==> config.mk <==
export PLATFORM = sky130hd
export DESIGN_NAME = spi_master
export DESIGN_NICKNAME = d
export VERILOG_FILES = /design/src/source/spi_master_pkg.sv /design/src/source/spi_request_stage.sv /design/src/source/spi_bit_sequencer.sv /design/src/source/spi_shift_unit.sv /design/src/source/spi_master.sv
export SDC_FILE = /design/constraint.sdc
export NUM_CORES = 1
export LEC_CHECK = 0
export CORE_UTILIZATION = 35
export CTS_CLUSTER_DIAMETER = 150
export DETAILED_ROUTE_END_ITERATION = 10
export DONT_BUFFER_PORTS = 1
export SYNTH_ARGS = -nofsm -noshare
export SYNTH_HDL_FRONTEND = slang
export SYNTH_SLANG_ARGS = --single-unit
export TNS_END_PERCENT = 5
==> constraint.sdc <==
create_clock -name clock -period 3.4 [get_ports clock]
set_clock_uncertainty 0.15 [all_clocks]
set_input_delay 0.17 -clock clock [delete_from_list [all_inputs] [get_ports clock]]
set_output_delay 0.17 -clock clock [all_outputs]
set_load 0.05 [all_outputs]
==> src/source/spi_master_pkg.sv <==
package spi_master_pkg;

    ////////////////////////////////////////////////////////////////////////////
    // Frame geometry
    ////////////////////////////////////////////////////////////////////////////

    localparam int SPI_ADDRESS_WIDTH = 15;
    localparam int SPI_DATA_WIDTH    = 16;
    localparam int SPI_FRAME_BITS    = SPI_ADDRESS_WIDTH + 1 + SPI_DATA_WIDTH;

    typedef logic [SPI_ADDRESS_WIDTH-1:0] spi_address_t;
    typedef logic [SPI_DATA_WIDTH-1:0]    spi_data_t;
    typedef logic [SPI_FRAME_BITS-1:0]    spi_frame_t;
    typedef logic [15:0]                  spi_divider_t;
    typedef logic [5:0]                   spi_bit_count_t;

    // Field order matches the order on the wire, so the struct is the frame
    typedef struct packed {
        spi_address_t address;
        logic         read_write;
        spi_data_t    data;
    } spi_request_t;

    typedef struct packed {
        logic         clock_polarity;
        logic         clock_phase;
        spi_divider_t divider;
    } spi_config_t;

    typedef enum logic [1:0] {
        state_idle,
        state_select,
        state_shift,
        state_stop
    } spi_state_t;

endpackage

==> src/source/spi_request_stage.sv <==
`timescale 1ns/10ps

module spi_request_stage (
    input  logic                         clock,
    input  logic                         reset_n,
    input  logic                         enable,
    input  spi_master_pkg::spi_request_t request,
    input  spi_master_pkg::spi_config_t  configuration,
    input  logic                         busy,
    output logic                         start,
    output logic                         divider_tick,
    output spi_master_pkg::spi_request_t held_request,
    output spi_master_pkg::spi_config_t  held_config
);
    import spi_master_pkg::*;

    logic         accept;
    spi_divider_t divider_count;

    // Requests arriving during a transaction are dropped
    assign accept = enable && !busy;

    always_ff @(posedge clock or negedge reset_n) begin
        if (!reset_n) begin
            start       <= 1'b0;
            held_config <= '0;
        end else begin
            start <= accept;
            if (accept) begin
                held_config <= configuration;
            end
        end
    end

    always_ff @(posedge clock) begin
        if (accept) begin
            held_request <= request;
        end
    end

    // Divider restarts with each transaction, giving a fixed bit period
    always_ff @(posedge clock or negedge reset_n) begin
        if (!reset_n) begin
            divider_count <= '0;
        end else if (start || divider_tick) begin
            divider_count <= '0;
        end else begin
            divider_count <= divider_count + 1'b1;
        end
    end

    assign divider_tick = (divider_count == held_config.divider);

    // A new start only after the sequencer went idle, and busy follows it
    start_outside_busy: assert property (
        @(posedge clock) disable iff (!reset_n)
        start |-> !$past(busy) ##1 (busy && !start)
    );

endmodule

==> src/source/spi_bit_sequencer.sv <==
`timescale 1ns/10ps

module spi_bit_sequencer (
    input  logic                        clock,
    input  logic                        reset_n,
    input  logic                        start,
    input  logic                        divider_tick,
    input  spi_master_pkg::spi_config_t held_config,
    input  logic                        read_write,
    output logic                        serial_clock,
    output logic                        slave_select,
    output logic                        busy,
    output logic                        load,
    output logic                        shift_out,
    output logic                        sample_in,
    output logic                        capture,
    output logic                        read_data_valid
);
    import spi_master_pkg::*;

    spi_state_t     state;
    logic [1:0]     quarter;
    spi_bit_count_t bit_count;
    logic           internal_clock;
    logic           last_bit;

    assign busy         = start || (state != state_idle);
    assign serial_clock = internal_clock ^ held_config.clock_polarity;
    assign last_bit     = (bit_count == spi_bit_count_t'(SPI_FRAME_BITS - 1));

    ////////////////////////////////////////////////////////////////////////////
    // Transaction FSM, four divider ticks per frame bit
    ////////////////////////////////////////////////////////////////////////////

    always_ff @(posedge clock or negedge reset_n) begin
        if (!reset_n) begin
            state           <= state_idle;
            quarter         <= '0;
            bit_count       <= '0;
            internal_clock  <= 1'b0;
            slave_select    <= 1'b1;
            load            <= 1'b0;
            shift_out       <= 1'b0;
            sample_in       <= 1'b0;
            capture         <= 1'b0;
            read_data_valid <= 1'b0;
        end else begin
            load            <= 1'b0;
            shift_out       <= 1'b0;
            sample_in       <= 1'b0;
            capture         <= 1'b0;
            // Valid lines up with the read data register update
            read_data_valid <= capture;

            case (state)
                state_idle: begin
                    if (start) begin
                        state     <= state_select;
                        quarter   <= '0;
                        bit_count <= '0;
                    end
                end
                state_select: begin
                    if (divider_tick) begin
                        slave_select <= 1'b0;
                        load         <= 1'b1;
                        // CPHA 0 puts the first bit out before the first edge
                        shift_out    <= !held_config.clock_phase;
                        state        <= state_shift;
                    end
                end
                state_shift: begin
                    if (divider_tick) begin
                        quarter <= quarter + 1'b1;
                        case (quarter)
                            2'd0: begin
                                sample_in <= held_config.clock_phase && (bit_count != '0);
                            end
                            2'd1: begin
                                internal_clock <= 1'b1;
                                sample_in      <= !held_config.clock_phase;
                                shift_out      <= held_config.clock_phase;
                            end
                            2'd3: begin
                                internal_clock <= 1'b0;
                                shift_out      <= !held_config.clock_phase;
                                if (last_bit) begin
                                    bit_count <= '0;
                                    state     <= state_stop;
                                end else begin
                                    bit_count <= bit_count + 1'b1;
                                end
                            end
                            default: ;
                        endcase
                    end
                end
                state_stop: begin
                    if (divider_tick) begin
                        quarter <= quarter + 1'b1;
                        case (quarter)
                            2'd0: sample_in <= held_config.clock_phase;
                            2'd1: begin
                                slave_select <= 1'b1;
                                // Drained register, so this returns the line low
                                shift_out    <= 1'b1;
                                capture      <= read_write;
                            end
                            2'd3: state <= state_idle;
                            default: ;
                        endcase
                    end
                end
                default: state <= state_idle;
            endcase
        end
    end

    select_within_busy: assert property (
        @(posedge clock) disable iff (!reset_n)
        !slave_select |-> busy
    );

    valid_only_on_read: assert property (
        @(posedge clock) disable iff (!reset_n)
        read_data_valid |-> read_write
    );

endmodule

==> src/source/spi_shift_unit.sv <==
`timescale 1ns/10ps

module spi_shift_unit (
    input  logic                         clock,
    input  logic                         reset_n,
    input  spi_master_pkg::spi_request_t held_request,
    input  logic                         load,
    input  logic                         shift_out,
    input  logic                         sample_in,
    input  logic                         capture,
    input  logic                         master_in_slave_out,
    output logic                         master_out_slave_in,
    output spi_master_pkg::spi_data_t    read_data
);
    import spi_master_pkg::*;

    spi_frame_t request_frame;
    spi_frame_t out_shift;
    spi_frame_t in_shift;

    assign request_frame = held_request;

    ////////////////////////////////////////////////////////////////////////////
    // Outgoing side
    ////////////////////////////////////////////////////////////////////////////

    always_ff @(posedge clock) begin
        if (load && shift_out) begin
            out_shift <= {request_frame[SPI_FRAME_BITS-2:0], 1'b0};
        end else if (load) begin
            out_shift <= request_frame;
        end else if (shift_out) begin
            out_shift <= {out_shift[SPI_FRAME_BITS-2:0], 1'b0};
        end
    end

    always_ff @(posedge clock or negedge reset_n) begin
        if (!reset_n) begin
            master_out_slave_in <= 1'b0;
        end else if (capture) begin
            master_out_slave_in <= 1'b0;
        end else if (load && shift_out) begin
            // First bit straight from the request
            master_out_slave_in <= request_frame[SPI_FRAME_BITS-1];
        end else if (shift_out) begin
            master_out_slave_in <= out_shift[SPI_FRAME_BITS-1];
        end
    end

    ////////////////////////////////////////////////////////////////////////////
    // Incoming side
    ////////////////////////////////////////////////////////////////////////////

    always_ff @(posedge clock) begin
        if (sample_in) begin
            in_shift <= {in_shift[SPI_FRAME_BITS-2:0], master_in_slave_out};
        end
    end

    // Only the trailing data bits of the frame are kept
    always_ff @(posedge clock or negedge reset_n) begin
        if (!reset_n) begin
            read_data <= '0;
        end else if (capture) begin
            read_data <= in_shift[SPI_DATA_WIDTH-1:0];
        end
    end

endmodule

==> src/source/spi_master.sv <==
`timescale 1ns/10ps

module spi_master (
    input  logic                         clock,
    input  logic                         reset_n,
    input  logic                         enable,
    input  spi_master_pkg::spi_request_t request,
    input  spi_master_pkg::spi_config_t  configuration,
    input  logic                         master_in_slave_out,
    output logic                         serial_clock,
    output logic                         slave_select,
    output logic                         master_out_slave_in,
    output logic                         busy,
    output spi_master_pkg::spi_data_t    read_data,
    output logic                         read_data_valid
);
    import spi_master_pkg::*;

    logic         start;
    logic         divider_tick;
    spi_request_t held_request;
    spi_config_t  held_config;
    logic         load;
    logic         shift_out;
    logic         sample_in;
    logic         capture;

    spi_request_stage request_stage (
        .clock         (clock),
        .reset_n       (reset_n),
        .enable        (enable),
        .request       (request),
        .configuration (configuration),
        .busy          (busy),
        .start         (start),
        .divider_tick  (divider_tick),
        .held_request  (held_request),
        .held_config   (held_config)
    );

    spi_bit_sequencer bit_sequencer (
        .clock           (clock),
        .reset_n         (reset_n),
        .start           (start),
        .divider_tick    (divider_tick),
        .held_config     (held_config),
        .read_write      (held_request.read_write),
        .serial_clock    (serial_clock),
        .slave_select    (slave_select),
        .busy            (busy),
        .load            (load),
        .shift_out       (shift_out),
        .sample_in       (sample_in),
        .capture         (capture),
        .read_data_valid (read_data_valid)
    );

    spi_shift_unit shift_unit (
        .clock               (clock),
        .reset_n             (reset_n),
        .held_request        (held_request),
        .load                (load),
        .shift_out           (shift_out),
        .sample_in           (sample_in),
        .capture             (capture),
        .master_in_slave_out (master_in_slave_out),
        .master_out_slave_in (master_out_slave_in),
        .read_data           (read_data)
    );

endmodule

==> impl_metrics.yaml <==
finish:
  sequential_cell_area_mm2: 0.00412
  n_fill_cell: 1669
  most_common_library_cell_in_the_layout_ignoring_fill_and_taps: "sky130_fd_sc_hd__edfxtp_1"
  layout_common_cells: "79 x sky130_fd_sc_hd__edfxtp_1, 66 x sky130_fd_sc_hd__dfrtp_1, 62 x sky130_fd_sc_hd__nor2_1"
  fin_nets: 611
  multi_input_area_mm2: 0.00214
  number_of_inserted_diodes: 0
  area.growth.synth_to_final_pct: 21.1
  final_layout_size_suffix_gt1_share_pct: 14.7
grt:
  grt_max_degree: 70
  first_global_vias: 3943
  antenna_found_initial: 0
  grt_pass1_wl_um: 20100
  gr-usage-all-layers_pct: 14.2
  grt_overflow: 0
logic_synthesis:
  synth_simple_gate_area_share_pct: 9.54
  synthDistinctLibCells: 50
  ys_dominant_reg_cell: "sky130_fd_sc_hd__edfxtp_1"
  synth-adder-area-share_pct: 2.13
  postSynthNetCount: 558
  syn_area_per_cell_um2: 13.1
  postSynthRegisterBits: 149
  mappedNetlistArea_mm2: 0.00645
  postSynthCellCount: 493
  ys_seq_area_share_pct: 63.9
  synth_edf_count: 79
  yosys_warnings: 0
  async_reset_ff_share_pct: 46.3
  yosys.area_share.xor_xnor_pct: 4.21
  synth_area_in_compound_gates_pct: 5.43
  synth_top_family_by_area: "multiplexers"
  synth.mux.area_fraction_pct: 11.8
worst_setup_path:
  worst-r2r-setup-slack_ps: 650
  critical_path.startpoint_type: "flip-flop"
  crit_fanout: 33
  worst_setup_ep_type: "flip-flop"
  crit_arrival_ps: 2670
  critPathRequiredTime_ps: 3320
  path_class: "reg2reg"
clocking:
  clk_latency_ps: 420
  cts-root-buf: "sky130_fd_sc_hd__clkbuf_16"
  tritoncts_num_sinks: 149
  cts.repair.resized: 0
  cts_max_level: 4
  cts_buffer_depth: 2
  clock_buffer_count_from_cts: 17
  worst_setup_hold_path_clk_slew_ps: 60
  tritoncts: "yes"
place:
  finalWeightedCongestion: 0.759
  hpwlAfterDp_um: 7780
  port_buffers: 0
die:
  die_w_um: 138
  pin_count: 75
  std_cell_rows: 49
  fp.dieH_um: 138
  die_area_mm2: 0.0190
  starting_density_of_the_core_pct: 35.8
  core-area_mm2: 0.0180
timing:
  maxSlewHeadroom_pct: 31.5
  fin_tns_setup_ps: 0
  slew_violations: 0
  timing.fmax_mhz: 363
  fin_crit_ps: 2750
  rsz0062_at_grt: "false"
  worst_hold_slack_ps: 108
  worstMarginPinSlew_ps: 1020
  finalSetupViolCount: 0
  period_share_pct: 80.9
  hold_violations: 0
routing:
  detail_route.wirelength_um: 12300
  vias_per_cell: 4.87
  first_drt_iteration_drcs: 204
  vias: 3840
  detail-route-antenna-nets: 0
  detail_route.drc_violations: 0
  drt-pass1-iter-count: 4
  route.detailed.wl_per_inst_um: 15.6
min_path:
  hold_path_class: "in2reg"
pwr:
  leakagePower_nw: 2.99
  pwr_per_cell_area_mw_per_mm2: 594
  vdd.ir_drop.worst_v: 0.000342
job:
  cap_viol_max_count: 0
outcome:
  run_status: "finished clean"
[cell type report]
class / instances / share of cell area, %
Sequential cell: 149 / 52.8
Multi-Input combinational cell: 301 / 27.4
Timing Repair Buffer: 58 / 7.50
Clock buffer: 19 / 6.09
Tap cell: 229 / 3.67
Clock inverter: 13 / 1.68
Inverter: 19 / 0.913
[stage by stage]
stage                     instances  utilization [%]  cell area (um^2)  setup WS (ps)  power (mW)
final                           788             43.3              7810            649        4.64
after global routing            788             43.3              7810            458        4.86
after CTS                       788             43.3              7810            634        4.70
after detailed placement        703             36.9              6660            664        2.70
after global placement          703             36.9              6660            843        2.67
after floorplan                 493                -              6450            763        2.59
[report_power, final]
group | switching [mW] | total, mW | internal [mW]
registers | 0.169 | 2.23 | 2.06
clock network | 0.798 | 1.92 | 1.12
logic | 0.211 | 0.495 | 0.284
[worst max-delay path, stage by stage, from the launching register on]
cell,delay (ps)
sky130_fd_sc_hd__dfrtp_1,440
sky130_fd_sc_hd__inv_1,160
sky130_fd_sc_hd__ha_1,330
sky130_fd_sc_hd__nor2b_1,530
sky130_fd_sc_hd__nand2_2,80
sky130_fd_sc_hd__buf_4,230
sky130_fd_sc_hd__inv_1,70
sky130_fd_sc_hd__buf_4,370
[routing by layer]
layer	global-route usage (%)	vias to the layer above	wire length (um)
li1	-	1866	-
met1	18.0	1885	5730
met2	22.2	78	5880
met3	4.71	11	572
met4	5.43	0	138
met5	0	-	0
[registers in the layout (all words and copies together) (netlist names), 2 cells and up]
name	flops
bit_sequencer.bit_count	6
bit_sequencer.quarter	2
bit_sequencer.state	2
request_stage.divider_count	16
request_stage.held_config	18
request_stage.held_request	32
shift_unit.in_shift	16
shift_unit.out_shift	32
shift_unit.read_data	16
[timing repair]
item                                   in CTS  in global routing
buffers inserted                            0                  0
setup endpoints to repair                   0                  0
hold buffers                               53                  0
endpoints found under the hold margin     120                  0
[cell families (layout without fill, tap and decap cells)]
family | Yosys count | count (layout)
mux | 72 | 72
flops | 149 | 149
fa+ha+maj | 11 | 11
xor+xnor | 31 | 31
compound gates | 57 | 57
simple gates | 130 | 130
buf+inv | 43 | 109
[path summary, 6_finish.rpt]
path | from | to | cells after the start
worst min-delay path | enable | request_stage.held_config[16] | 3
worst max-delay path | bit_sequencer.state[1] | request_stage.held_request[28] | 7
worst max register to register | bit_sequencer.state[1] | request_stage.held_request[28] | 7
min in group asynchronous | reset_n | request_stage.held_config[5] | 2
max in group asynchronous | reset_n | bit_sequencer.slave_select | 2
worst min register to register | shift_unit.in_shift[7] | shift_unit.in_shift[8] | 0
[synth_stat cells (7+ instances only)]
cell type	n	area [um^2]
sky130_fd_sc_hd__nand3_1	9	45.0
sky130_fd_sc_hd__nand4_1	7	43.8
sky130_fd_sc_hd__clkbuf_1	10	37.5
sky130_fd_sc_hd__a21oi_1	35	175
sky130_fd_sc_hd__ha_1	11	138
sky130_fd_sc_hd__dfrtp_1	68	1700
sky130_fd_sc_hd__inv_1	19	71.3
sky130_fd_sc_hd__xnor2_1	27	236
sky130_fd_sc_hd__edfxtp_1	79	2370
sky130_fd_sc_hd__nor2_1	62	233
sky130_fd_sc_hd__mux2_2	34	383
sky130_fd_sc_hd__mux2i_1	38	380
sky130_fd_sc_hd__nand2_1	22	82.6
sky130_fd_sc_hd__buf_2	7	35.0
(Power assumes the default switching activity.)
